[src/common/icache_pkg.sv]
// Instruction cache definitions
package icache_pkg;

    // Address split
    localparam int VPN_WIDTH        = 20;
    localparam int IDX_WIDTH        = 12;   // Page offset
    localparam int PPN_WIDTH        = 20;   // Tag is the whole PPN

    // Geometry
    localparam int N_WAY            = 2;
    localparam int N_SET            = 16;
    localparam int SET_WIDTH        = 4;    // Page offset bits 7 to 4
    localparam int OFFSET_WIDTH     = 4;    // Byte within a line

    // Line and refill beats
    localparam int LINE_WIDTH       = 128;
    localparam int BEAT_WIDTH       = 64;
    localparam int N_BEAT           = 2;
    localparam int PADDR_LINE_WIDTH = 28;

    // --------------------
    // Vector types
    typedef logic [VPN_WIDTH-1:0]      vpn_t;
    typedef logic [IDX_WIDTH-1:0]      idx_t;
    typedef logic [PPN_WIDTH-1:0]      ppn_t;
    typedef logic [SET_WIDTH-1:0]      set_t;
    typedef logic [$clog2(N_WAY)-1:0]  way_t;
    typedef logic [LINE_WIDTH-1:0]     line_t;
    typedef logic [BEAT_WIDTH-1:0]     beat_t;

    // --------------------
    // Controller states
    typedef enum logic [2:0] {
        IDLE,       // Ready for a request or a flush
        LOOKUP,     // Translation pending, then tag check
        MMU_WAIT,   // Page walk in progress
        FILL_REQ,   // Refill sent, no beat yet
        FILL_WAIT,  // Remaining refill beats
        FLUSH       // Clearing valid bits
    } ctrl_state_t;

endpackage

[src/icache/icache_way_array.sv]
// Single cache way storage
`timescale 1ns/1ps

module icache_way_array import icache_pkg::*; #(
    parameter type entry_t = line_t
) (
    input  logic                       clk_i,
    input  logic                       req_i,
    input  logic                       we_i,
    input  set_t                       set_i,
    input  entry_t                     wdata_i,
    input  logic [$clog2(N_BEAT)-1:0]  beat_sel_i,
    output entry_t                     rdata_o
);

    entry_t                      mem_q [N_SET];
    logic [$bits(entry_t)-1:0]   wmask;
    logic [$bits(entry_t)-1:0]   merged;

    // Lines take one refill beat per write
    if ($bits(entry_t) == LINE_WIDTH) begin : g_split
        always_comb begin
            wmask = '0;
            wmask[int'(beat_sel_i)*BEAT_WIDTH +: BEAT_WIDTH] = '1;
        end
    end else begin : g_whole
        assign wmask = '1;  // Tags are written in one go
    end

    assign merged = (mem_q[set_i] & ~wmask) | (wdata_i & wmask);

    // Write-first, so the read port shows the fresh entry
    always_ff @(posedge clk_i) begin
        if (req_i) begin
            if (we_i) begin
                mem_q[set_i] <= merged;
                rdata_o      <= merged;
            end else begin
                rdata_o      <= mem_q[set_i];
            end
        end
    end

endmodule

[config.mk]
export PLATFORM = sky130hd
export DESIGN_NAME = icache_way_array
export DESIGN_NICKNAME = d
export VERILOG_FILES = /design/src/common/icache_pkg.sv /design/src/icache/icache_way_array.sv
export SDC_FILE = /design/constraint.sdc
export NUM_CORES = 2
export LEC_CHECK = 0
export BUFFER_PORTS_ARGS = -buffer_cell sky130_fd_sc_hd__buf_2
export CAP_MARGIN = 20
export CORE_MARGIN = 4
export CORE_UTILIZATION = 40
export CTS_BUF_LIST = sky130_fd_sc_hd__clkbuf_16
export DETAILED_ROUTE_END_ITERATION = 10
export PLACE_DENSITY_LB_ADDON = 0.08
export SETUP_SLACK_MARGIN = 0.1
export SKIP_CTS_REPAIR_TIMING = 1
export SYNTH_ARGS = -nofsm -noshare
export SYNTH_HDL_FRONTEND = slang
export SYNTH_SLANG_ARGS = --single-unit
[constraint.sdc]
create_clock -name clk_i -period 16.4 [get_ports clk_i]
set_input_delay 3.28 -clock clk_i [delete_from_list [all_inputs] [get_ports clk_i]]
set_output_delay 3.28 -clock clk_i [all_outputs]
set_load 0.1 [all_outputs]
Word-level counts from Yosys, hierarchy flattened
Memory sizes are Yosys's and may differ from the RTL's.
Cells that the tools add are included.
{"block": "op_classes", "bitwise_logic": 5, "n_shift": 2, "muxes": 4, "add_sub_neg": 1}
{"op": "bitwise AND 128 bit", "n": 3}
{"op": "2-to-1 mux 128 bit", "n": 1}
{"op": "NOT 128 bit", "n": 1}
{"op": "bitwise OR 128 bit", "n": 1}
{"op": "variable shift 64 x 33 -> 128 bit (first input constant)", "n": 1}
{"op": "variable part select 64 x 33 -> 128 bit (first input constant)", "n": 1}
{"op": "negator 7 -> 33 bit", "n": 1}
{"op": "2-to-1 mux 1 bit", "n": 3}
{"block": "word_totals", "out_inout_bits": 128, "ramBits": 2048, "regBits": 128, "n_memories": 1}
{"memory": "mem_q", "words": 16, "width": 128, "read_ports": 1, "rd_ports_with_merged_regs": 0, "wr": 1, "line_no": "icache_way_array.sv:16", "rtl": "entry_t mem_q [N_SET];"}

Depth between registers and ports, before layout
{"block": "depth", "word_depth": 7, "depth_mapped": 6, "mapped_depth_nobuf": 3}

Worst setup path before layout
No wires, ideal clock.
{"block": "synth_path", "path_type": "input port to flip-flop", "start": "input port set_i[1]", "end": "memory mem_q[2][0] (netlist bit), enable pin", "stages": 5, "arrival_time_ns": 12.794, "slack_ns": 2.834, "path_buffers": 3, "t_required_ns": 15.627, "setup_ns": 0.773, "cell_sequence": "buf_2 clkbuf_1 buf_2 nand4b_1 nor3_1"}
{"item": "start, declared", "line_no": "icache_way_array.sv:10", "rtl": "input set_t set_i,"}
{"item": "end, declared", "line_no": "icache_way_array.sv:16"}
No word-level cell before the write port.

Final worst setup path
{"block": "layout_path", "start": "input port set_i[2]", "end": "memory mem_q[0][32] (netlist bit) (data pin)"}
{"block": "layout_between", "elab_chain_len": 3}
{"item": "memory (16 x 128 bit)"}
{"item": "bitwise AND 128 bit", "line_no": "icache_way_array.sv:30", "rtl": "assign merged = (mem_q[set_i] & ~wmask) | (wdata_i & wmask);"}
{"item": "bitwise OR 128 bit", "line_no": "icache_way_array.sv:30"}
{"item": "named net merged[32]", "line_no": "icache_way_array.sv:18", "rtl": "logic [$bits(entry_t)-1:0] merged;"}
The timed path passes the listed nets, and every way through them passes these cells.

==> out/results.txt <==
The flow ran to the end, and the final reports show no timing, DRC or antenna violations. The worst register-to-register path ends at mem_q[0][32]. In the routed layout, each cell is associated on average with a via count of 5.72. The tools report the final count of pins violating max slew as 0. The min-delay analysis places its worst path in the category reg2reg. Sequential elements use 77.8% of the synthesized area. Across every metal layer, demand over resource in global routing totals 20.8%. Counting every instance in the synthesized netlist gives 3733.

The number of clock sinks is 2176, and the worst relative slew slack is 26.5%. STA classifies the critical path endpoint as a register. Global routing finished with a remaining overflow of 0. Summing all non-filler instances in the final layout gives an area of 96600 um2.

For the detailed-route via count, the log shows 41200. The run gives 226000 um as the sum of routed wire length over all layers. The count of buffers added on input and output ports is 263. The relative area change from synthesis to final layout is 14.9%. Of all cell types, the one taking the most synthesized area is edfxtp_1.

The first detailed-routing pass ran for 7 iterations. In the synthesized netlist the async set-or-reset flop fraction comes to 0%. The tools report the global-route wire length before repair as 322000 um. After layout, the minimum clock period comes to 7.91 ns. For flop-to-flop paths, the worst setup slack is 14.33 ns. Routability-driven placement finished with a final weighted congestion of 0.692. The die extent in x was 466 um. The number of enable flip-flop cells after synthesis works out to 2176. The layout has 17400 filler cells.

For the leakage power total, the log shows 30.8 nW. The startpoint identified for the worst hold timing path is mem_q[9][25]. The tools report the category of the worst setup path launch point as an input port.

Setup violations remaining at the end of the flow were counted as 0. The logs give 4 for the deepest level of the CTS H-tree and 8.61 ns for the worst endpoint data arrival time. The post-synthesis area per instance works out to 22.5 um2. The final critical path takes up 48.2% of the cycle. The number of antenna violations at the first check in global routing is 16.

In the post-synthesis netlist, the cell with the most instances is edfxtp_1. From bottom edge to top edge, the die measures 466 um. For this configuration, the core starts out at a cell density of 40.4%.

The most utilized layer in the global route result was met2. Setup repair after global routing left no endpoint under its margin. The area fraction of the dominant cell type after synthesis is 77.8%.

For the placeable core area, the log shows 208000 um2. After detailed routing, the number of remaining DRC violations is 0. The number of nets in the synthesized netlist is 3869.

For this run, global-route usage on met3 was measured as 3.06%. The count of cell types in the netlist came out at 24. For the maximum operating frequency, the log shows 126 MHz.

Endpoint of the most critical setup path: mem_q[0][32]. Counting instances, the worst hold path has a depth of 3. 264 I/O pins were placed. After synthesis the cells add up to 84000 um2. TritonCTS built the clock tree. The residual antenna-violating net count after detailed routing was 0; the die area was 217000 um2. The clock arrives with 0.0196 ns of skew. The measured slew at the worst slew-check pin is 1.10 ns, and the largest fanout on the critical path is 62. The required time of the worst setup path was 17.10 ns; the power per standard cell area was 127 nW/um2. The longest clock path from root to sink contains 3 buffers. The wire-length estimate of the detail-placed layout is 108000 um. By count the netlist is led by edfxtp_1 (2176), mux4_2 (477), nor2_1 (268).

IR analysis of the VDD net gives a maximum drop of 0.114 mV. Tracing the worst setup path back leads to its startpoint at set_i[2]. CTS placed an instance of clkbuf_16 at the clock tree root. Number of register bits inferred by synthesis: 2176. The CTS clock-pin slew for the worst setup and hold paths is 0.07 ns, and the number of global-route vias before repair is 42900.

During synthesis, Yosys emitted a total of 0 warnings. The count of max-cap constraint violations is 0, and the path depth of the worst reg2reg path is 4. The met1 global-route usage is 29.4%.

The clock latency at the later pin of the worst-skew pair is 0.85 ns. The setup path with the least slack is of type in2reg. Summed over all failing endpoints, the final setup total negative slack is 0 ns. In the final design database the tool counted 4339 nets.

The pin count of the biggest net entering global routing came out at 108. After synthesis, the cell types taking the most area are edfxtp_1 (78%), mux4_2 (13%), a221oi_1 (2.7%). The met2 usage is 34.2%.

The per-cell routed wire length works out to 31.5 um. The start of the worst register-to-register path was mem_q[2][32]. Counting the buffers created by CTS gives 230.

The hold violation count in the final report was 0. The most frequently used flop master after synthesis was edfxtp_1. Cells with a size suffix above 1 make up 29.9% of the layout. In this run the core area contains 167 standard-cell rows. The placement-stage cell area was 89200 um2.

The run gives 3858 as the violation count after the first detailed-route iteration.
[how the worst min path moves through the flow]
stage                         to  slack, ns
finish               rdata_o[25]       0.97
global route         rdata_o[24]       1.02
CTS                  rdata_o[57]       0.99
detailed placement   rdata_o[57]       0.98
global placement    rdata_o[120]       0.97
floorplan           rdata_o[118]       0.92
[final cells by class]
| cell class | count | area (um2) | area share, % |
|---|---|---|---|
| tap | 2788 | 3490 | 3.61 |
| clock buffer | 236 | 5910 | 6.11 |
| timing repair buffer | 482 | 3120 | 3.23 |
| inverter | 1 | 8.76 | 0.00907 |
| sequential | 2176 | 65300 | 67.6 |
| clock inverter | 191 | 1450 | 1.50 |
| multi-input combinational | 1312 | 17300 | 17.9 |
| antenna | 7 | 17.5 | 0.0181 |
[cells in the final DEF, fill, tap and decap left out, drive strengths merged]
cell      instances
nand2             3
or3               1
diode             7
clkinvlp          7
clkbuf          237
clkinv          103
edfxtp         2176
nand4b            2
a221oi          256
or2               1
nand4             1
mux4            512
nor2b             1
inv              61
nor2            268
nor3              4
and2              3
buf             481
nand2b            4
mux2i           128
bufinv           21
o22ai           128
[registers in the layout, summed over array words and instances (netlist names)]
signal and cells:
mem_q 2048, rdata_o 128
[where the power goes]
| part | total [mW] | internal [mW] | leakage [nW] | switching [mW] |
|---|---|---|---|---|
| Combinational | 0.911 | 0.265 | 7.47 | 0.647 |
| Clock | 5.05 | 2.92 | 3.84 | 2.14 |
| Sequential | 6.31 | 6.28 | 19.5 | 0.0229 |
[layer usage]
| metal | vias up | wire, um |
|---|---|---|
| met4 | 4 | 4950 |
| met5 | - | 33 |
| met2 | 1072 | 112000 |
| met1 | 22600 | 99000 |
| met3 | 302 | 10800 |
| li1 | 17200 | - |
[metrics by stage]
step	std cells	total power, mW	hold WS [ns]	util [%]	setup slack, ns
floorplan	3733	7.05	0.922	-	2.83
global placement	6759	7.34	0.967	42.9	7.58
detailed placement	6759	7.35	0.978	42.9	7.49
CTS	7186	12.4	0.988	46.4	8.45
global route	7190	12.7	1.02	46.4	8.03
finish	7193	12.3	0.974	46.4	8.49
[logic make-up after synthesis]
group / Yosys count / synth area share [%]
DFF: 2176 / 77.8
muxes: 640 / 15.4
AOI/OAI and AO/OA: 384 / 3.62
and+or+nand+nor: 288 / 1.34
buffers and inverters: 245 / 1.88
[worst max-delay path, cell delays in order]
cell and delay [ns]:
buf_8 0.54, buf_4 0.69, buf_4 0.82, buf_4 0.71, buf_4 0.62, mux4_2 0.34
o22ai_1 0.10, a221oi_1 0.96, buf_4 0.30
(Power assumes the default switching activity.)
