<file path="src/common/icache_pkg.sv">
// Instruction cache definitions
package icache_pkg;

    // Address split
    localparam int VPN_WIDTH        = 20;
    localparam int IDX_WIDTH        = 12;   // Page offset
    localparam int PPN_WIDTH        = 20;   // Tag is the whole PPN

    // Geometry
    localparam int N_WAY            = 2;
    localparam int N_SET            = 16;
    localparam int SET_WIDTH        = 4;    // Page offset bits 7 to 4
    localparam int OFFSET_WIDTH     = 4;    // Byte within a line

    // Line and refill beats
    localparam int LINE_WIDTH       = 128;
    localparam int BEAT_WIDTH       = 64;
    localparam int N_BEAT           = 2;
    localparam int PADDR_LINE_WIDTH = 28;

    // --------------------
    // Vector types
    typedef logic [VPN_WIDTH-1:0]      vpn_t;
    typedef logic [IDX_WIDTH-1:0]      idx_t;
    typedef logic [PPN_WIDTH-1:0]      ppn_t;
    typedef logic [SET_WIDTH-1:0]      set_t;
    typedef logic [$clog2(N_WAY)-1:0]  way_t;
    typedef logic [LINE_WIDTH-1:0]     line_t;
    typedef logic [BEAT_WIDTH-1:0]     beat_t;

    // --------------------
    // Controller states
    typedef enum logic [2:0] {
        IDLE,       // Ready for a request or a flush
        LOOKUP,     // Translation pending, then tag check
        MMU_WAIT,   // Page walk in progress
        FILL_REQ,   // Refill sent, no beat yet
        FILL_WAIT,  // Remaining refill beats
        FLUSH       // Clearing valid bits
    } ctrl_state_t;

endpackage

</file>
<file path="src/icache/icache_replace_unit.sv">
// Valid bits and victim selection
`timescale 1ns/1ps

module icache_replace_unit import icache_pkg::*; (
    input  logic              clk_i,
    input  logic              rst_n_i,
    input  set_t              set_i,
    input  logic              rd_en_i,
    input  logic              wr_en_i,     // Accepted refill beat
    input  logic              fill_last_i,
    input  logic              flush_en_i,
    output logic [N_WAY-1:0]  tag_req_o,
    output logic [N_WAY-1:0]  data_req_o,
    output logic              tag_we_o,
    output logic [N_WAY-1:0]  valid_o,
    output way_t              victim_o
);

    logic [N_WAY-1:0]  valid_q [N_SET];
    way_t              rr_q [N_SET];     // Round-robin pointer per set
    logic              fill_done;

    assign valid_o   = valid_q[set_i];
    assign fill_done = wr_en_i && fill_last_i;
    assign tag_we_o  = fill_done;        // Tag goes in with the last beat

    // --------------------
    // Victim choice
    always_comb begin
        victim_o = rr_q[set_i];
        for (int w = N_WAY-1; w >= 0; w--) begin
            if (!valid_o[w]) victim_o = way_t'(w);  // Lowest free way wins
        end
    end

    // Reads touch every way, writes only the victim
    always_comb begin
        for (int w = 0; w < N_WAY; w++) begin
            tag_req_o[w]  = rd_en_i || (fill_done && (victim_o == way_t'(w)));
            data_req_o[w] = rd_en_i || (wr_en_i && (victim_o == way_t'(w)));
        end
    end

    // --------------------
    // Valid and pointer update
    always_ff @(posedge clk_i or negedge rst_n_i) begin
        if (!rst_n_i) begin
            for (int s = 0; s < N_SET; s++) begin
                valid_q[s] <= '0;
                rr_q[s]    <= '0;
            end
        end else if (flush_en_i) begin
            for (int s = 0; s < N_SET; s++) begin
                valid_q[s] <= '0;
            end
        end else if (fill_done) begin
            valid_q[set_i][victim_o] <= 1'b1;
            rr_q[set_i]              <= rr_q[set_i] + way_t'(1);
        end
    end

endmodule

</file>
<file path="config.mk">
export PLATFORM = sky130hd
export DESIGN_NAME = icache_replace_unit
export DESIGN_NICKNAME = d
export VERILOG_FILES = /design/src/common/icache_pkg.sv /design/src/icache/icache_replace_unit.sv
export SDC_FILE = /design/constraint.sdc
export NUM_CORES = 1
export LEC_CHECK = 0
export BUFFER_PORTS_ARGS = -buffer_cell sky130_fd_sc_hd__clkbuf_2
export CAP_MARGIN = 40
export CORE_MARGIN = 5
export CORE_UTILIZATION = 50
export CTS_BUF_LIST = sky130_fd_sc_hd__clkbuf_4 sky130_fd_sc_hd__clkbuf_8
export DETAILED_ROUTE_END_ITERATION = 10
export PLACE_DENSITY = 0.67
export SETUP_SLACK_MARGIN = 0.4
export SYNTH_ARGS = -nofsm -noshare
export SYNTH_HDL_FRONTEND = slang
export SYNTH_SLANG_ARGS = --single-unit
</file>
<file path="constraint.sdc">
create_clock -name clk_i -period 3.78 [get_ports clk_i]
set_clock_uncertainty 0.1 [all_clocks]
set_input_delay 0.756 -clock clk_i [delete_from_list [all_inputs] [get_ports clk_i]]
set_output_delay 0.756 -clock clk_i [all_outputs]
set_load 0.01 [all_outputs]
</file>
Yosys cells after proc, flatten, opt, wreduce, memory -nomap -nowiden
Cells that the tools add are included.
- bits in registers: 48
- output and inout bits: 8
- word-level logic and storage cells: 71
- $add $sub $neg: 1
- order comparisons: 4
- muxes and demuxes: 17
- bitwise gates (word level): 4
- reductions and logical operators: 13
- operators by type and width (cell ; number):
    32-bit two-way mux ; 2
    32-bit bitwise OR ; 1
    16-bit bitwise mux ; 1
    2-bit binary-select mux with 4-bit select ; 1
    2-bit demux with 4-bit select ; 1
    1-bit logical AND ; 7
    1-bit two-way mux ; 6
    2-bit two-way mux ; 3
    5-bit greater-or-equal comparator, second input constant ; 1
    5-bit by 1-bit < comparator with 1-bit output, second input constant ; 1
    4-bit inverter with 5-bit output ; 1
    1-bit binary-select mux with 4-bit select ; 1
    1-bit demux with 4-bit select ; 1
    1-bit logical OR ; 4
    1-bit by 2-bit < comparator with 1-bit output, second input constant ; 1
    1-bit inverter ; 2
    2-bit AND reduction ; 1
    2-bit nonzero test ; 1
    1-bit adder, second input constant ; 1
    1-bit demux with 1-bit select ; 1
    1-bit greater-or-equal comparator, second input constant ; 1

Depth between registers and ports, before layout
Gate-level depths: netlist (run 1).
- word-level depth: 15
- depth in mapped cells: 9
- gate-level depth less buffers: 6

Worst setup path after synthesis (run 1)
OpenSTA, ideal clock, no wires.
- kind: in2out
- start: input port set_i[0]
- end: output port data_req_o[1]
- arrival time: 2.397 ns
- setup slack: 0.527 ns
- stages on the path: 9
- cells stage by stage: buf_6 -> buf_8 -> mux4_1 -> a22oi_1 -> nand2_1 -> a21bo_1 -> buf_6 -> inv_2 -> a21o_1
- longest elaborated chain between the ends: 8
- ends and longest elaborated chain (what ; line ; RTL):
    start, declared ; icache_replace_unit.sv:7 ; input set_t set_i,
    4-bit inverter with 5-bit output (not written as such) ; icache_replace_unit.sv:23 ; assign valid_o = valid_q[set_i];
    2-bit binary-select mux with 4-bit select ; icache_replace_unit.sv:23 ;
    2-bit two-way mux (not written as such) (2 in series) ; icache_replace_unit.sv:23 ;
    net valid_o[1] ; icache_replace_unit.sv:15 ; output logic [N_WAY-1:0] valid_o,
    1-bit two-way mux (2 in series) ; icache_replace_unit.sv:32 ; if (!valid_o[w]) victim_o = way_t'(w);
    net victim_o ; icache_replace_unit.sv:16 ; output way_t victim_o
    1-bit logical AND ; icache_replace_unit.sv:40 ; data_req_o[w] = rd_en_i || (wr_en_i && (victim_o == way_t'(w)));
    1-bit logical OR ; icache_replace_unit.sv:40 ;
    end, declared ; icache_replace_unit.sv:13 ; output logic [N_WAY-1:0] data_req_o,
The timed path passes the listed nets, and every way through them passes these cells. The select of a mux whose other input is x is not followed.

Final worst setup path (run 1)
- start: input port set_i[0]
- end: output port data_req_o[0]
- longest elaborated chain between the ends: 9
- ends and longest elaborated chain (what ; line):
    4-bit inverter with 5-bit output (not written as such) (*) ; icache_replace_unit.sv:23, icache_replace_unit.sv:30
    1-bit binary-select mux with 4-bit select / 2-bit binary-select mux with 4-bit select (equally long branches) ; icache_replace_unit.sv:30, icache_replace_unit.sv:23
    1-bit two-way mux (not written as such) / 2-bit two-way mux (equally long branches) (2 in series) ; icache_replace_unit.sv:30, icache_replace_unit.sv:23
    1-bit two-way mux ; icache_replace_unit.sv:32
    1-bit two-way mux (*) ; icache_replace_unit.sv:32
    1-bit inverter (*) ; icache_replace_unit.sv:40
    1-bit logical AND (*) ; icache_replace_unit.sv:40
    1-bit logical OR (*) ; icache_replace_unit.sv:40
Every way passes the cells marked *; elsewhere a longest branch is shown, timed or not. The select of a mux whose other input is x is not followed.

==> reports/metrics.cfg, run 1 <==
[worst_setup_path]
regToRegStartpoint=rr_q[14]$_DFFE_PN0P_
required_ps=2920
slowest_delay_ps=610
startpoint=set_i[0]
worstRegToRegCells=4
critPathCaptureType=output port
r2r-end=rr_q[10]$_DFFE_PN0P_
cpMaxStageDelayCell=mux4_1
rrSetupSlack_ps=1680
cp_cell_sequence=clkbuf_8 > mux4_1 > a22oi_1 > nand2_1 > a21bo_1 > a21o_2 > clkbuf_2
crit_type=in2out
crit_fanout=16
critPathArrivalTime_ps=2450
worstSetupEndpoint=data_req_o[0]
startpoint_type=input port

[clock_tree]
htree_levels=2
cts-hold-fix-buffers=0
clkSinkCount=48
path_clk_slew_ps=90
cts_tree=built
cts-root-buf=clkbuf_8
cts_buffer_depth=2
clock_latency_ps=300
cts_buffers=5

[pwr]
p_leak_nw=1.172
vdd_drop_max_uv=294.2
power_density_mw_per_mm2=409.6
p_total_mw=1.072

[floorplanning]
die_w_microns=79.12
die_h_microns=79.12
rows=25
initial_core_util_pct=50.91
die_area_sq_mm=0.006259
pin_count=18
core_area_sq_mm=0.004692

[yosys]
synth_warnings=0
synthesis.nets=223
synth_edf_count=0
syn_avg_cell_area_sq_um=11.21
syn-instance-count=213
ys_seq_area_share_pct=50.29
syn_area_sq_mm=0.002389
synth_cell_type_count=31
synthArstFlopShare_pct=100.0
synthFlopType=dfrtp_1
ys_ff_latch=48

[layout]
finish.instance_area_sq_mm=0.002616
drive_gt1_share_pct=22.51
fillers=406
fin_util_pct=55.76
nets=240
final_cell_mix=dfrtp_1 (48), nand2_1 (38), inv_1 (33)
mostFrequentLayoutCell=dfrtp_1
num_antenna_cells=0
syn_to_final_growth_pct=9.534

[run]
max_cap_violations=0

[global_routing]
antenna_found_initial=0
overflow=0
grt_pass1_wl_microns=8466
grt_use_met3_pct=4.082
grt.total_usage_pct=17.79
use_met1_pct=24.12
use_met2_pct=28.28
grt_pass1_vias=1707
grt_max_degree=33
busiest_layer=met2

[placed_design]
globalplace.congestion=0.7712
dp_hpwl_microns=3471
postPlaceCellArea_sq_mm=0.002496
io_buffer_count=17

[timing]
drv_slew=0
rsz0062_at_grt=false
tns_ps=0
worst_pin_slew_ps=946.6
post-route-period-util_pct=87.49
hold_ws_ps=306.9
finalHoldViolCount=0
clock.fmax_ghz=0.3024
relSlewSlack_pct=36.01
fin_crit_ps=3307
setup_viol=0

[run_status]
status=completed

[route]
vias=1652
final_antenna_net_count=0
drt_iter0_drc=171
wl_per_cell_microns=17.52
drc=0
via_per_inst=5.796
drt-total-wl_microns=4992
first_pass_iters=4

[min_path]
hp-class=in2async

[cell usage after synthesis, types with 2 or more instances]
cell type  count  area (sq um)
dfrtp_1       48          1201
nand2_1       38         142.6
inv_1         33         123.9
o22ai_1       22         137.6
o21ai_0       16         80.08
o22ai_2       10         125.1
mux4_1         8         210.2
mux4_2         4         90.09
a21o_1         3         22.52
buf_6          3         33.78
clkbuf_1       3         11.26
a22oi_1        2         15.01
a22oi_2        2         25.02
and2b_2        2         17.52
buf_8          2         30.03
nor4b_1        2         17.52
[worst min-delay path by stage]
stage,cells past startpoint,end,start
after floorplan,2,rr_q[10]$_DFFE_PN0P_,rr_q[10]$_DFFE_PN0P_
after global placement,2,rr_q[1]$_DFFE_PN0P_,rr_q[1]$_DFFE_PN0P_
after detailed placement,2,rr_q[2]$_DFFE_PN0P_,rr_q[2]$_DFFE_PN0P_
after CTS,1,valid_q[15]$_DFFE_PN0P_,rst_n_i
after global routing,1,valid_q[30]$_DFFE_PN0P_,rst_n_i
final,1,valid_q[15]$_DFFE_PN0P_,rst_n_i
[layer usage]
| layer | up-vias | routed length, microns | share of wire [%] |
|---|---|---|---|
| met5 | - | 0 | 0 |
| met4 | 0 | 49 | 0.98 |
| met3 | 6 | 249 | 5.0 |
| met2 | 50 | 2442 | 49 |
| met1 | 811 | 2251 | 45 |
| li1 | 785 | - | - |
[kinds of logic (layout without fill, tap and decap cells)]
| group | count (synthesis) | in the layout | synth area share [%] |
|---|---|---|---|
| buffers and inverters | 47 | 65 | 9.953 |
| flip-flops | 48 | 48 | 50.29 |
| AO/OA/AOI/OAI | 57 | 57 | 17.76 |
| AND/OR/NAND/NOR | 49 | 49 | 9.430 |
| multiplexers | 12 | 12 | 12.57 |
[stage by stage]
stage               instances  worst slack [ps]
floorplan                 213             527.4
global placement          276             235.4
detailed placement        277             226.9
CTS                       285             461.5
global route              285             400.4
finish                    285             472.8
[cell type report]
type	count	area [sq um]	area share, %
Timing Repair Buffer	23	158.9	6.074
Clock buffer	6	76.32	2.917
Inverter	34	127.6	4.878
Multi-Input combinational cell	118	949.7	36.30
Clock inverter	2	35.03	1.339
Sequential cell	48	1201	45.91
Tap cell	54	67.56	2.582
[worst max-delay path, delay by kind of cell]
| kind | cells | cell delay [ps] |
|---|---|---|
| and+or+nand+nor | 1 | 100 |
| muxes | 1 | 610 |
| buffers and inverters | 2 | 320 |
| AOI/OAI and AO/OA | 3 | 670 |
[state kept, by name, summed over array words and instances, names as in the netlist]
| register | count |
|---|---|
| rr_q | 16 |
| valid_q | 32 |
[power by group]
part	internal, mW	total (mW)	switching, mW	leakage, nW
logic	0.0527	0.128	0.0757	0.460
clock network	0.204	0.372	0.168	0.0586
registers	0.552	0.571	0.0193	0.653
[repair_timing]
item	4_1_cts	5_1_grt
setup endpoints to repair	5	0
gates resized for setup	2	0
setup buffers	0	0
Power figures use the tool's default switching activity.
==> run 2: changes to the inputs <==
==> constraint.sdc (replaced) <==
create_clock -name clk_i -period 3.78 [get_ports clk_i]
set_clock_uncertainty 0.1 [all_clocks]
set_input_delay 0 -clock clk_i [delete_from_list [all_inputs] [get_ports clk_i]]
set_output_delay 0 -clock clk_i [all_outputs]
set_load 0.01 [all_outputs]
==> run 2 against run 1 <==
  * Combinational power shrank 3%
  * Via count shrank 3.0%
  * Flip-flop and latch count is the same
  * Worst hold slack lost 200 ps
  * Count of clock-buffer cells in the layout grew 2
  * Die area is the same
==> reports/metrics.cfg, run 2 (synthesized netlist as in run 1, its figures left out) <==
[run_status]
status=completed

[route]
drc=0
via_per_inst=5.705
highest_layer=met4
first_pass_iters=4
route.met3.wl_microns=277
wl_per_cell_microns=18.25
vias=1603
drt-total-wl_microns=5128
wl_met2_microns=2604
final_antenna_net_count=0
met1Wirelength_microns=2197
drt_iter0_drc=172

[clock_tree]
path_clk_slew_ps=80
cts-resized-gates=0
cts_tree=built
clkSinkCount=48
cts_buffer_depth=2
cts-root-buf=clkbuf_8
post_cts_buffers=0
cts_buffers=5
clock_latency_ps=300
htree_levels=2

[global_routing]
overflow=0
grt_max_degree=49
grt_pass1_wl_microns=8473
grt_pass1_vias=1642
grt.total_usage_pct=17.90
antenna_found_initial=0

[floorplanning]
pin_count=18
die_w_microns=79.12
initial_core_util_pct=50.91
rows=25
die_h_microns=79.12
die_area_sq_mm=0.006259
core_area_sq_mm=0.004692

[timing]
hold_ws_ps=111.3
tns_ps=0
fin_crit_ps=2876
worst_pin_slew_ps=853.9
post-route-period-util_pct=76.08
setup_viol=0
rsz0062_at_grt=false
finalHoldViolCount=0
clock.fmax_ghz=0.3477
relSlewSlack_pct=43.08
drv_slew=0

[layout]
largest_reg_flops=32
nets=236
fillers=407
mostFrequentLayoutCell=dfrtp_1
final_cell_mix=dfrtp_1 (48), nand2_1 (38), inv_1 (33)
ff_latch_area_sq_mm=0.001201
reg.largest.list=valid_q (32), rr_q (16)
num_antenna_cells=0
syn_to_final_growth_pct=6.600
drive_gt1_share_pct=20.70
finish.instance_area_sq_mm=0.002546
multi_input_area_sq_um=949.7
regMostFlops=valid_q

[placed_design]
io_buffer_count=17
dp_hpwl_microns=3478
globalplace.congestion=0.8111
postPlaceCellArea_sq_mm=0.002439

[pwr]
power_density_mw_per_mm2=401.9
vdd_drop_max_uv=217.8
p_leak_nw=1.136

[worst_setup_path]
crit_type=reg2out
slowest_delay_ps=760
cp_cell_sequence=mux4_1 > a22oi_2 > nand2_2 > a21bo_1 > inv_2 > a21o_1 > clkbuf_2
crit_family=compound AO/OA/AOI/OAI gates
critPathBufInv=2
startpoint_type=flop
crit_fanout=19
critPathArrivalTime_ps=2780
cpMaxStageDelayCell=a21bo_1
required_ps=3680
critPathCaptureType=output port

[run]
max_cap_violations=0

[min_path]
hp-class=in2reg

==> run 2: changes by cell type in the layout (fill, tap and decap cells not counted), sizes merged <==
cell         change
buf              -5
bufinv           -1
clkbuf           +2
clkinv           -1
dlygate4sd3      +1
==> run 2: final timing paths <==
check                                                to                     from  slack [ps]  cells after the start
worst max-delay path                       tag_req_o[1]  valid_q[20]$_DFFE_PN0P_         900                      7
worst min-delay path            valid_q[29]$_DFFE_PN0P_                 set_i[2]         110                      4
worst max register to register   valid_q[5]$_DFFE_PN0P_  valid_q[20]$_DFFE_PN0P_        1250                      5
worst min register to register     rr_q[12]$_DFFE_PN0P_     rr_q[12]$_DFFE_PN0P_         380                      2
max in group asynchronous       valid_q[18]$_DFFE_PN0P_                  rst_n_i        2950                      3
min in group asynchronous           rr_q[7]$_DFFE_PN0P_                  rst_n_i         230                      3
==> run 2: what timing repair did <==
action / CTS / global route
hold buffers: 1 / 0
endpoints found under the hold margin: 48 / 0
endpoints found under the setup margin: 0 / 0
==> run 2: power breakdown <==
part,leakage [nW],switching [mW],internal (mW),total (mW)
Clock,0.0523,0.164,0.164,0.328
Sequential,0.653,0.0198,0.552,0.572
Combinational,0.430,0.0758,0.0483,0.124
Total,1.14,0.259,0.764,1.02
==> run 2: layer usage <==
layer	GRT usage, %	vias to the layer above
li1	-	772
met1	23.29	779
met2	30.05	46
met3	4.308	6
met4	4.811	0
met5	0	-
==> run 2: layout make-up <==
cell class	instances	area share (%)
flip-flops and latches	48	47.17
multi-input cells	118	37.30
inverters	34	5.012
repair buffers	19	4.029
clock buffers	8	3.833
well taps	54	2.654
==> run 2: metrics by stage <==
| step | utilization (%) | power [mW] | std cells | setup WS (ps) |
|---|---|---|---|---|
| after CTS | 54.27 | 1.031 | 281 | 881.1 |
| after floorplan | - | 0.6659 | 213 | 1861 |
| after global placement | 51.97 | 0.7042 | 272 | 1043 |
| final | 54.27 | 1.023 | 281 | 904.1 |
| after global routing | 54.27 | 1.075 | 281 | 737.1 |
| after detailed placement | 51.97 | 0.7073 | 272 | 1011 |
==> run 2: worst reg2reg max path: cells and delay by family, from the launching register on <==
kind | cells | cell delay [ps]
and+or+nand+nor | 1 | 230
DFF | 1 | 380
muxes | 1 | 510
AOI/OAI and AO/OA | 3 | 1140
