<file path="config.mk">
export PLATFORM = sky130hd
export DESIGN_NAME = icache_ctrl
export DESIGN_NICKNAME = d
export VERILOG_FILES = /design/src/common/icache_pkg.sv /design/src/icache/icache_ctrl.sv
export SDC_FILE = /design/constraint.sdc
export NUM_CORES = 1
export LEC_CHECK = 0
export BUFFER_PORTS_ARGS = -buffer_cell sky130_fd_sc_hd__buf_2
export CAP_MARGIN = 30
export CORE_AREA = 2 2 39 41
export CTS_BUF_LIST = sky130_fd_sc_hd__clkbuf_2
export CTS_CLUSTER_SIZE = 25
export DETAILED_ROUTE_END_ITERATION = 8
export DIE_AREA = 0 0 41 43
export PLACE_DENSITY = 0.65
export SLEW_MARGIN = 20
export SYNTH_ARGS = -nofsm -noshare
export SYNTH_HDL_FRONTEND = slang
export SYNTH_SLANG_ARGS = --single-unit
export TNS_END_PERCENT = 20
</file>
<file path="constraint.sdc">
create_clock -name clk_i -period 2.1 [get_ports clk_i]
set_input_delay 0.105 -clock clk_i [delete_from_list [all_inputs] [get_ports clk_i]]
set_output_delay 0.105 -clock clk_i [all_outputs]
set_load 0.01 [all_outputs]
</file>
<file path="src/common/icache_pkg.sv">
// Instruction cache definitions
package icache_pkg;

    // Address split
    localparam int VPN_WIDTH        = 20;
    localparam int IDX_WIDTH        = 12;   // Page offset
    localparam int PPN_WIDTH        = 20;   // Tag is the whole PPN

    // Geometry
    localparam int N_WAY            = 2;
    localparam int N_SET            = 16;
    localparam int SET_WIDTH        = 4;    // Page offset bits 7 to 4
    localparam int OFFSET_WIDTH     = 4;    // Byte within a line

    // Line and refill beats
    localparam int LINE_WIDTH       = 128;
    localparam int BEAT_WIDTH       = 64;
    localparam int N_BEAT           = 2;
    localparam int PADDR_LINE_WIDTH = 28;

    // --------------------
    // Vector types
    typedef logic [VPN_WIDTH-1:0]      vpn_t;
    typedef logic [IDX_WIDTH-1:0]      idx_t;
    typedef logic [PPN_WIDTH-1:0]      ppn_t;
    typedef logic [SET_WIDTH-1:0]      set_t;
    typedef logic [$clog2(N_WAY)-1:0]  way_t;
    typedef logic [LINE_WIDTH-1:0]     line_t;
    typedef logic [BEAT_WIDTH-1:0]     beat_t;

    // --------------------
    // Controller states
    typedef enum logic [2:0] {
        IDLE,       // Ready for a request or a flush
        LOOKUP,     // Translation pending, then tag check
        MMU_WAIT,   // Page walk in progress
        FILL_REQ,   // Refill sent, no beat yet
        FILL_WAIT,  // Remaining refill beats
        FLUSH       // Clearing valid bits
    } ctrl_state_t;

endpackage

</file>
<file path="src/icache/icache_ctrl.sv">
// Instruction cache controller
`timescale 1ns/1ps

module icache_ctrl import icache_pkg::*; (
    input  logic  clk_i,
    input  logic  rst_n_i,
    input  logic  flush_i,
    input  logic  ireq_valid_i,
    input  logic  ireq_kill_i,
    input  logic  tresp_valid_i,       // Held until the next translation request
    input  logic  tresp_miss_i,
    input  logic  tresp_ptw_valid_i,
    input  logic  tresp_xcpt_i,
    input  logic  hit_i,
    input  logic  fill_beat_valid_i,
    input  logic  fill_last_i,
    output logic  ready_o,
    output logic  treq_valid_o,
    output logic  cmp_en_o,
    output logic  rd_en_o,
    output logic  wr_en_o,
    output logic  flush_en_o,
    output logic  fill_req_o,
    output logic  resp_valid_o,
    output logic  miss_time_o,
    output logic  miss_kill_o
);

    ctrl_state_t  state_q;
    ctrl_state_t  state_d;
    logic         kill_q;     // Kill seen for the request in flight
    logic         killed;
    logic         in_fill;

    assign killed  = kill_q || ireq_kill_i;
    assign in_fill = (state_q == FILL_REQ) || (state_q == FILL_WAIT);

    // A pending flush blocks new requests
    assign ready_o     = (state_q == IDLE) && !flush_i;
    assign rd_en_o     = ready_o && ireq_valid_i;
    assign cmp_en_o    = (state_q == LOOKUP);
    assign flush_en_o  = (state_q == FLUSH);
    assign miss_time_o = in_fill;
    assign wr_en_o     = in_fill && fill_beat_valid_i;

    // --------------------
    // Next state
    always_comb begin
        state_d      = state_q;
        treq_valid_o = 1'b0;
        fill_req_o   = 1'b0;
        resp_valid_o = 1'b0;
        miss_kill_o  = 1'b0;

        case (state_q)
            IDLE: begin
                if (flush_i) begin
                    state_d = FLUSH;
                end else if (rd_en_o) begin
                    treq_valid_o = 1'b1;  // Translation alongside array read
                    state_d      = LOOKUP;
                end
            end

            LOOKUP: begin
                // First cycle waits for the MMU, second one decides
                if (tresp_valid_i) begin
                    if (killed) begin
                        miss_kill_o = !tresp_miss_i && !tresp_xcpt_i && !hit_i;
                        state_d     = IDLE;
                    end else if (tresp_miss_i) begin
                        state_d = MMU_WAIT;
                    end else if (tresp_xcpt_i || hit_i) begin
                        resp_valid_o = 1'b1;
                        state_d      = IDLE;
                    end else begin
                        fill_req_o = 1'b1;    // Single pulse
                        state_d    = FILL_REQ;
                    end
                end
            end

            MMU_WAIT: begin
                if (killed) begin
                    state_d = IDLE;
                end else if (tresp_ptw_valid_i) begin
                    treq_valid_o = 1'b1;  // Retry after the walk
                    state_d      = LOOKUP;
                end
            end

            FILL_REQ, FILL_WAIT: begin
                // Refill runs to the end even when killed
                miss_kill_o = ireq_kill_i && !kill_q;
                if (fill_beat_valid_i && fill_last_i) begin
                    state_d = LOOKUP;         // Line now hits
                end else if (fill_beat_valid_i) begin
                    state_d = FILL_WAIT;
                end
            end

            FLUSH:   state_d = IDLE;
            default: state_d = IDLE;
        endcase
    end

    // --------------------
    // State and kill registers
    always_ff @(posedge clk_i or negedge rst_n_i) begin
        if (!rst_n_i) begin
            state_q <= IDLE;
            kill_q  <= 1'b0;
        end else begin
            state_q <= state_d;
            kill_q  <= (state_d == IDLE) ? 1'b0 : killed;
        end
    end

endmodule

</file>
### Word level (Yosys, flattened, before mapping)

Cells that the tools add are included.

* magnitude comparators: 0
* reductions and logical operators: 18
* mux-type cells: 30
* add/sub/neg operators: 0
* equal/unequal tests: 5
* div/mod/pow operators: 0
* bitwise operators: 0
* multiply operators: 0
* shift-type cells: 0

Operators by type and width (count)
* $mux W3: 7
* $mux W1: 17
* $pmux W3 S4: 1
* $logic_and A1 B1 Y1: 7
* $eq A3 B2 Y1 const B: 2
* $eq A3 B3 Y1 const B: 2
* $logic_not A3 Y1: 2
* $mux W2: 3
* $logic_not A1 Y1: 5
* $pmux W1 S2: 2
* $eq A3 B1 Y1 const B: 1
* $logic_or A1 B1 Y1: 3
* $reduce_or A2 Y1: 1

* latch bits: 0
* flip-flop bits (word level): 4
* input bits: 12
* word-level logic and storage cells: 55
* ROM bits: 0
* output and inout port bits: 10
* memories: 0
* bits in writable memories: 0

### Longest topological paths before layout

Gate-level depths: netlist (run 1).

* depth in word-level cells: 8
* mapped depth: 5
* depth with buffers taken out: 4

### Least setup slack after synthesis (run 1)

OpenSTA, ideal clock, no wires.

* kind: register -> output
* from: reg state_q[0]
* to: out treq_valid_o
* arrival: 1.403 ns
* path slack: 0.592 ns
* data required time: 1.995 ns
* cell stages (with the launch flop): 5
* buffers on the path: 1
* path through: dfrtp_1 > buf_2 > nor4_1 > and2_1 > nand2b_1

* cells in the longest elaborated chain, start to end: 6
* elaborated cells on any way between the ends: 7
* those cells by class: eq/ne: 1; mux: 3; reduce/logical: 3

Ends and longest elaborated chain
* start: declaration: RTL line icache_ctrl.sv:29 `ctrl_state_t state_q;`
* start signal: assignment: RTL line icache_ctrl.sv:114 `state_q <= state_d;`
* $logic_not A3 Y1: RTL line icache_ctrl.sv:39 `assign ready_o = (state_q == IDLE) && !flush_i;`
* $logic_and A1 B1 Y1: RTL line icache_ctrl.sv:39
* via ready_o: RTL line icache_ctrl.sv:17 `output logic ready_o,`
* $logic_and A1 B1 Y1: RTL line icache_ctrl.sv:40 `assign rd_en_o = ready_o && ireq_valid_i;`
* via rd_en_o: RTL line icache_ctrl.sv:20 `output logic rd_en_o,`
* $mux W1: RTL line icache_ctrl.sv:59 `end else if (rd_en_o) begin`
* $mux W1: RTL line icache_ctrl.sv:57 `if (flush_i) begin`
* $pmux W1 S2: RTL line icache_ctrl.sv:55 `case (state_q)`
* end: declaration: RTL line icache_ctrl.sv:18 `output logic treq_valid_o,`

The timed path passes the listed nets, and every way through them passes these cells.

### Worst setup path in the final report (run 1)

* from: reg state_q[2]
* to: out miss_kill_o

* cells in the longest elaborated chain, start to end: 3
* elaborated cells on any way between the ends: 5
* those cells by class: eq/ne: 3; mux: 1; reduce/logical: 1

Ends and longest elaborated chain
* $eq A3 B2 Y1 or $eq A3 B3 Y1 (tied branches): RTL line icache_ctrl.sv:55
* $reduce_or A2 Y1: RTL line icache_ctrl.sv:55
* $pmux W1 S2 (*): RTL line icache_ctrl.sv:55
* end: declaration: RTL line icache_ctrl.sv:26 `output logic miss_kill_o`

Mark *: on every way between the ends. The rest lies on a longest branch, timed or not.

==> impl_metrics.csv, run 1 <==
group,metric,value,unit
timing,max_freq,0.564,GHz
timing,finalSetupTns,0,ps
critical_path,path_max_fanout,9,
floorplan,die_w,41,um
critical_path,ff2ff_path_depth,4,
synth,netlist_area,362,um^2
placed_design,place.gp.congestion,0.828,
synth,syn_nets,54,
critical_path,required,2000,ps
clock_tree,cts.sink_count,4,
global_route,grt_max_degree,10,
critical_path,cp-end-kind,"primary output",
synth,synth_top_cells_by_count,"dfrtp_1, nand3_1, nor2_1, nor2b_1, o21ai_0",
clock_tree,path_clk_slew,50,ps
synth,synth_cells,42,
power_and_ir_drop,cellPowerDensity,1020,nW/um^2
routing,routed_via_density,4.95,
clock_tree,cts_resized,0,
synth,synth_flop_cell,"dfrtp_1",
clock_tree,cts_max_level,1,
timing,period_share,84.4,%
clock_tree,cts_buffers,3,
routing,vias,401,
timing,final.setup_skew,10.8,ps
placed_design,io_buffers,21,
floorplan,dieArea,1760,um^2
power_and_ir_drop,p_leak,0.247,nW
clock_tree,root_buffer,"clkbuf_2",
cells_and_area,final_cell_count_no_fill,81,
synth,synth_area_per_cell,8.61,um^2
synth,yosysSeqAreaShare,27.7,%
global_route,grt_pass1_wl,1520,um
critical_path,setup.worst_path.start_class,"flip-flop",
placed_design,hpwl,759,um
synth,yosysUniqueCellTypes,27,
routing,drtIter0Drc,15,
floorplan,io_pins,22,
routing,firstDrtPassIters,4,
floorplan,die_h,43,um
routing,avgRoutedWirePerCell,11.6,um
floorplan,core_area,1380,um^2
timing,slew_headroom,75.6,%
routing,final_antenna_net_count,0,
synth,synth_top_area_share,27.7,%
timing,rsz0062_at_grt,"no",
critical_path,worst-setup-path-type,"reg -> out",
cells_and_area,nFillCells,145,
timing,hold_viol,0,
routing,drc_errors,0,
global_route,grt_pass1_vias,340,
synth,synth.most_common_cell,"dfrtp_1",
global_route,overflow,0,
cells_and_area,syn2layout_area_growth,38.8,%
timing,fin_crit,1770,ps
synth,synthArstFlopShare,100,%
synth,ys_seq_elements,4,
clock_tree,clock_latency,220,ps
critical_path,arrival,1670,ps
timing,setup_viol,0,
global_route,grt_util_all_layers,13.0,%
floorplan,rows,14,
synth,synth_edf_count,0,
cells_and_area,nNetsFinal,79,
routing,routed_wl,943,um
timing,slew_viol_final,0,
synth,yosys_warnings,0,
min_path,min_path_cells,2,
outcome,status,"completed",
power_and_ir_drop,p_total,510,uW
min_path,hp-class,"in -> reg",
job,max-cap-violations,0,
power_and_ir_drop,vdd_drop_max,0.000363,V
cells_and_area,num_antenna_cells,0,
floorplan,initial_core_util,26.1,%
synth,synth.area.top_cells,"dfrtp_1, nor2b_1, nand3_1",
placed_design,dpl.cell_count,77,
cells_and_area,drive_above_1_share,47.7,%
global_route,antenna_found_initial,0,
clock_tree,cts_max_path_buffers,2,
clock_tree,cts_tree,"done",
timing,tightest_slew,363,ps
synth,synth_area_leader_cell,"dfrtp_1",
power breakdown:
group | switching (mW) | internal (mW)
registers | 0.0580 | 0.108
logic | 0.134 | 0.137
clock network | 0.0347 | 0.0384
total | 0.226 | 0.284
worst paths after layout:
check	endpoint	slack, ps	start
setup / recovery	miss_kill_o	330	state_q[2]
min in group asynchronous	state_q[1]	220	rst_n_i
hold reg to reg	state_q[1]	680	kill_q
max in group asynchronous	state_q[0]	1750	rst_n_i
setup reg to reg	kill_q	680	state_q[1]
hold / removal	state_q[1]	140	tresp_ptw_valid_i
area by class of cell:
| type | count | area (um^2) | area share [%] |
|---|---|---|---|
| Timing Repair Buffer | 22 | 115 | 22.9 |
| Clock buffer | 3 | 15.0 | 2.99 |
| Sequential cell | 4 | 100 | 20.0 |
| Multi-Input combinational cell | 35 | 248 | 49.4 |
| Inverter | 1 | 3.75 | 0.748 |
| Tap cell | 16 | 20.0 | 3.99 |
routing by layer:
layer / up-vias / global-route usage, % / wire, um
met4: 0 / 8.00 / 13
li1: 205 / - / -
met5: - / 0 / 0
met1: 178 / 18.5 / 452
met3: 2 / 3.66 / 52
met2: 16 / 16.6 / 425
worst max-delay path, stage by stage (launching register included):
cell and delay, ps:
dfrtp_1 480, nand3b_1 210, a21boi_0 360, o21ai_0 110, and2_1 160, buf_2 130
timing repair:
action                    CTS  global route
buffers inserted            0             0
hold buffers                1             0
hold endpoints to repair    4             0
through the flow:
stage,worst slack (ps),cell area [um^2],util [%],hold slack [ps]
global route,283,502,36.3,170
floorplan,592,362,-,-191
global placement,655,477,34.4,-87.3
detailed placement,610,477,34.4,-85.4
CTS,375,502,36.3,141
finish,327,502,36.3,135
registers in the layout, summed over array words and instances (netlist names):
| signal | flops |
|---|---|
| kill_q | 1 |
| state_q | 3 |
placed cells by master (no fill, tap or decap), types with 2 or more instances in the layout:
| cell | synthesis | layout |
|---|---|---|
| nor2_1 | 3 | 3 |
| nand2b_1 | 2 | 2 |
| nand3_1 | 3 | 3 |
| nor3_1 | 2 | 2 |
| dfrtp_1 | 4 | 4 |
| o21ai_0 | 3 | 3 |
| buf_2 | 2 | 21 |
| and2_1 | 2 | 2 |
| nor2b_1 | 3 | 3 |
| clkbuf_2 | 0 | 3 |
cell families (layout without fill, tap and decap cells):
| family | after synthesis | after routing | share of synthesized area, % |
|---|---|---|---|
| AOI/OAI and AO/OA | 10 | 10 | 24.9 |
| and+or+nand+nor | 25 | 25 | 43.6 |
| buffers and inverters | 3 | 26 | 3.81 |
| DFF | 4 | 4 | 27.7 |
(Power assumes the default switching activity.)
==> inputs of run 2 (changes only) <==
--- a/config.mk
+++ b/config.mk
@@ -5,6 +5,7 @@
 export SDC_FILE = /design/constraint.sdc
 export NUM_CORES = 1
 export LEC_CHECK = 0
+export ABC_AREA = 1
 export BUFFER_PORTS_ARGS = -buffer_cell sky130_fd_sc_hd__buf_2
 export CAP_MARGIN = 30
 export CORE_AREA = 2 2 39 41
@@ -12,7 +13,7 @@
 export CTS_CLUSTER_SIZE = 25
 export DETAILED_ROUTE_END_ITERATION = 8
 export DIE_AREA = 0 0 41 43
-export PLACE_DENSITY = 0.65
+export PLACE_DENSITY = 0.67
 export SLEW_MARGIN = 20
 export SYNTH_ARGS = -nofsm -noshare
 export SYNTH_HDL_FRONTEND = slang
==> constraint.sdc (replaced) <==
create_clock -name clk_i -period 1.7 [get_ports clk_i]
set_input_delay 0.085 -clock clk_i [delete_from_list [all_inputs] [get_ports clk_i]]
set_output_delay 0.085 -clock clk_i [all_outputs]
set_load 0.01 [all_outputs]
==> run 2 against run 1 <==
Worst hold slack better by 77 ps. Clock skew shrank 3.2 ps. Final area is 9.5% higher. Total power up 31%. Clock power rose by 16%. Non-clock buffer count unchanged. Cell count increased by 28%. Global-route usage is 0.69 points lower. Critical path depth rose by 1. Critical endpoint unchanged. Largest power group unchanged.
==> impl_metrics.csv, run 2 <==
group,metric,value,unit
routing,firstDrtPassIters,4,
timing,setup_viol,0,
routing,routed_via_density,4.35,
clock_tree,cts_max_level,1,
power_and_ir_drop,vdd_drop_max,0.000552,V
clock_tree,cts_max_path_buffers,2,
timing,max_freq,0.674,GHz
timing,finalSetupTns,0,ps
floorplan,io_pins,22,
clock_tree,cts_tree,"done",
outcome,status,"completed",
cells_and_area,nNetsFinal,102,
cells_and_area,syn2layout_area_growth,38.5,%
floorplan,die_h,43,um
cells_and_area,layout_common_cells,"buf_2, inv_1, nor2_1",
global_route,grt_pass1_vias,405,
critical_path,reg2reg_setup_slack,530,ps
critical_path,arrival,1400,ps
synth,netlist_area,397,um^2
routing,drtIter0Drc,3,
cells_and_area,num_antenna_cells,0,
synth,synthArstFlopShare,100,%
critical_path,r2r_start,"state_q[0]",
clock_tree,cts_buffers,3,
timing,fin_crit,1480,ps
floorplan,die_w,41,um
critical_path,path_max_fanout,6,
cells_and_area,largest_reg_flops,3,
routing,avgRoutedWirePerCell,8.87,um
synth,yosysUniqueCellTypes,20,
synth,synth_flop_cell,"dfrtp_1",
synth,yosysSeqAreaShare,25.2,%
global_route,overflow,0,
synth,synth_area_per_cell,6.30,um^2
critical_path,worstReg2RegEnd,"kill_q",
critical_path,cp_cell_sequence,"inv_2 -> nand3b_1 -> nor2_2 -> inv_1 -> o31ai_1 -> buf_2",
synth,synth.area.top_cells,"dfrtp_1, inv_1, nor2_1",
critical_path,setup.worst_path.start_class,"flip-flop",
timing,hold_viol,0,
min_path,hp-class,"in -> async",
critical_path,worst-setup-path-type,"reg -> out",
synth,synth_top_cells_by_count,"inv_1, nor2_1, nand2_1",
clock_tree,cts.sink_count,4,
routing,met3_length,39,um
placed_design,dpl.cell_count,100,
synth,synth_cells,63,
global_route,grt_pass1_wl,1480,um
floorplan,core_area,1380,um^2
timing,tightest_slew,259,ps
routing,vias,452,
routing,drc_errors,0,
synth,synth_edf_count,0,
floorplan,rows,14,
timing,final.setup_skew,7.56,ps
routing,dr_wl_met2,477,um
clock_tree,root_buffer,"clkbuf_2",
cells_and_area,final_common_cell,"buf_2",
critical_path,required,1620,ps
synth,syn_nets,75,
floorplan,dieArea,1760,um^2
power_and_ir_drop,p_total,668,uW
power_and_ir_drop,cellPowerDensity,1220,nW/um^2
global_route,antenna_found_initial,0,
synth,ys_seq_elements,4,
job,max-cap-violations,0,
timing,slew_viol_final,0,
synth,yosys_warnings,0,
placed_design,hpwl,803,um
clock_tree,path_clk_slew,50,ps
timing,slew_headroom,82.5,%
placed_design,place.gp.congestion,0.790,
timing,fin_hold_ws,212,ps
power_and_ir_drop,p_leak,0.333,nW
cells_and_area,largest-register,"state_q",
critical_path,ff2ff_path_depth,7,
routing,wl_met1,405,um
clock_tree,postCtsSetupBuffers,0,
timing,period_share,87.2,%
synth,synth_top_area_share,25.2,%
routing,routed_wl,922,um
global_route,grt_max_degree,7,
critical_path,cpPeakStageDelay,410,ps
cells_and_area,top_regs,"state_q: 3 flops, kill_q: 1 flops",
placed_design,io_buffers,21,
routing,top_layer,"met3",
cells_and_area,final_cell_count_no_fill,104,
cells_and_area,drive_above_1_share,39.8,%
routing,final_antenna_net_count,0,
global_route,grt_util_all_layers,12.3,%
floorplan,initial_core_util,28.7,%
cells_and_area,final_core_util,39.7,%
clock_tree,clock_latency,200,ps
critical_path,cp-end-kind,"primary output",
timing,rsz0062_at_grt,"no",
synth,synth_area_leader_cell,"dfrtp_1",
critical_path,crit_slowest_cell,"dfrtp_1",
## run 2: cell types whose count changed in the layout (fill, tap and decap cells not counted), moves of 2 or more
cell      previous run  this run
nor2_2               0         3
a21oi_2              0         2
nand2_1              1        10
inv_1                1        12
nor2_1               3        11
nor2b_1              3         0
nand3_2              0         2
and2_1               2         0
nand2b_1             2         0
## run 2: critical path, delay by kind of cell, from the launching register on
kind	cells	cell delay [ps]
flip-flops	1	410
buffers and inverters	3	360
AND/OR/NAND/NOR	2	240
AO/OA/AOI/OAI	1	190
## run 2: power by group
part	total [mW]	switching, mW	internal, mW
logic	0.398	0.246	0.152
clock network	0.0847	0.0372	0.0475
registers	0.185	0.0521	0.133
## run 2: metrics by stage
| step | cell area [um^2] | setup slack, ps |
|---|---|---|
| final | 549 | 217 |
| after global routing | 549 | 35.7 |
| after detailed placement | 522 | 404 |
| after floorplan | 397 | 475 |
| after CTS | 547 | 166 |
| after global placement | 522 | 443 |
## run 2: cell type report
type	instances	area, um^2
well taps	16	20.0
inverters	13	48.8
flip-flops and latches	4	100
repair buffers	22	115
fillers	160	835
clock buffers	3	15.0
multi-input cells	46	250
## run 2: timing repair
action | in CTS | in global routing
hold endpoints to repair | 4 | 0
hold buffers | 1 | 0
gates resized for setup | 0 | 1
endpoints found under the setup margin | 0 | 1
## run 2: per-layer routing
layer	global-route usage [%]	up-vias
li1	-	254
met1	14.0	188
met2	20.0	10
met3	1.57	0
met4	8.00	0
met5	0	-
## run 2: worst max path at each step
stage                from  slack (ps)  cells past startpoint            to
3_3_place_gp   state_q[1]         440                      5   miss_kill_o
3_5_place_dp   state_q[1]         400                      5  resp_valid_o
4_1_cts        state_q[2]         170                      6  resp_valid_o
6_report       state_q[2]         220                      6   miss_kill_o
2_1_floorplan  state_q[1]         480                      4    fill_req_o
5_1_grt        state_q[2]          40                      6   miss_kill_o
## run 2: cell families (layout without fill, tap and decap cells)
kind of cell	after synthesis	after routing	share of synthesized area, %
simple gates	38	38	48.3
buf+inv	13	38	12.3
compound gates	8	8	14.2
flops	4	4	25.2
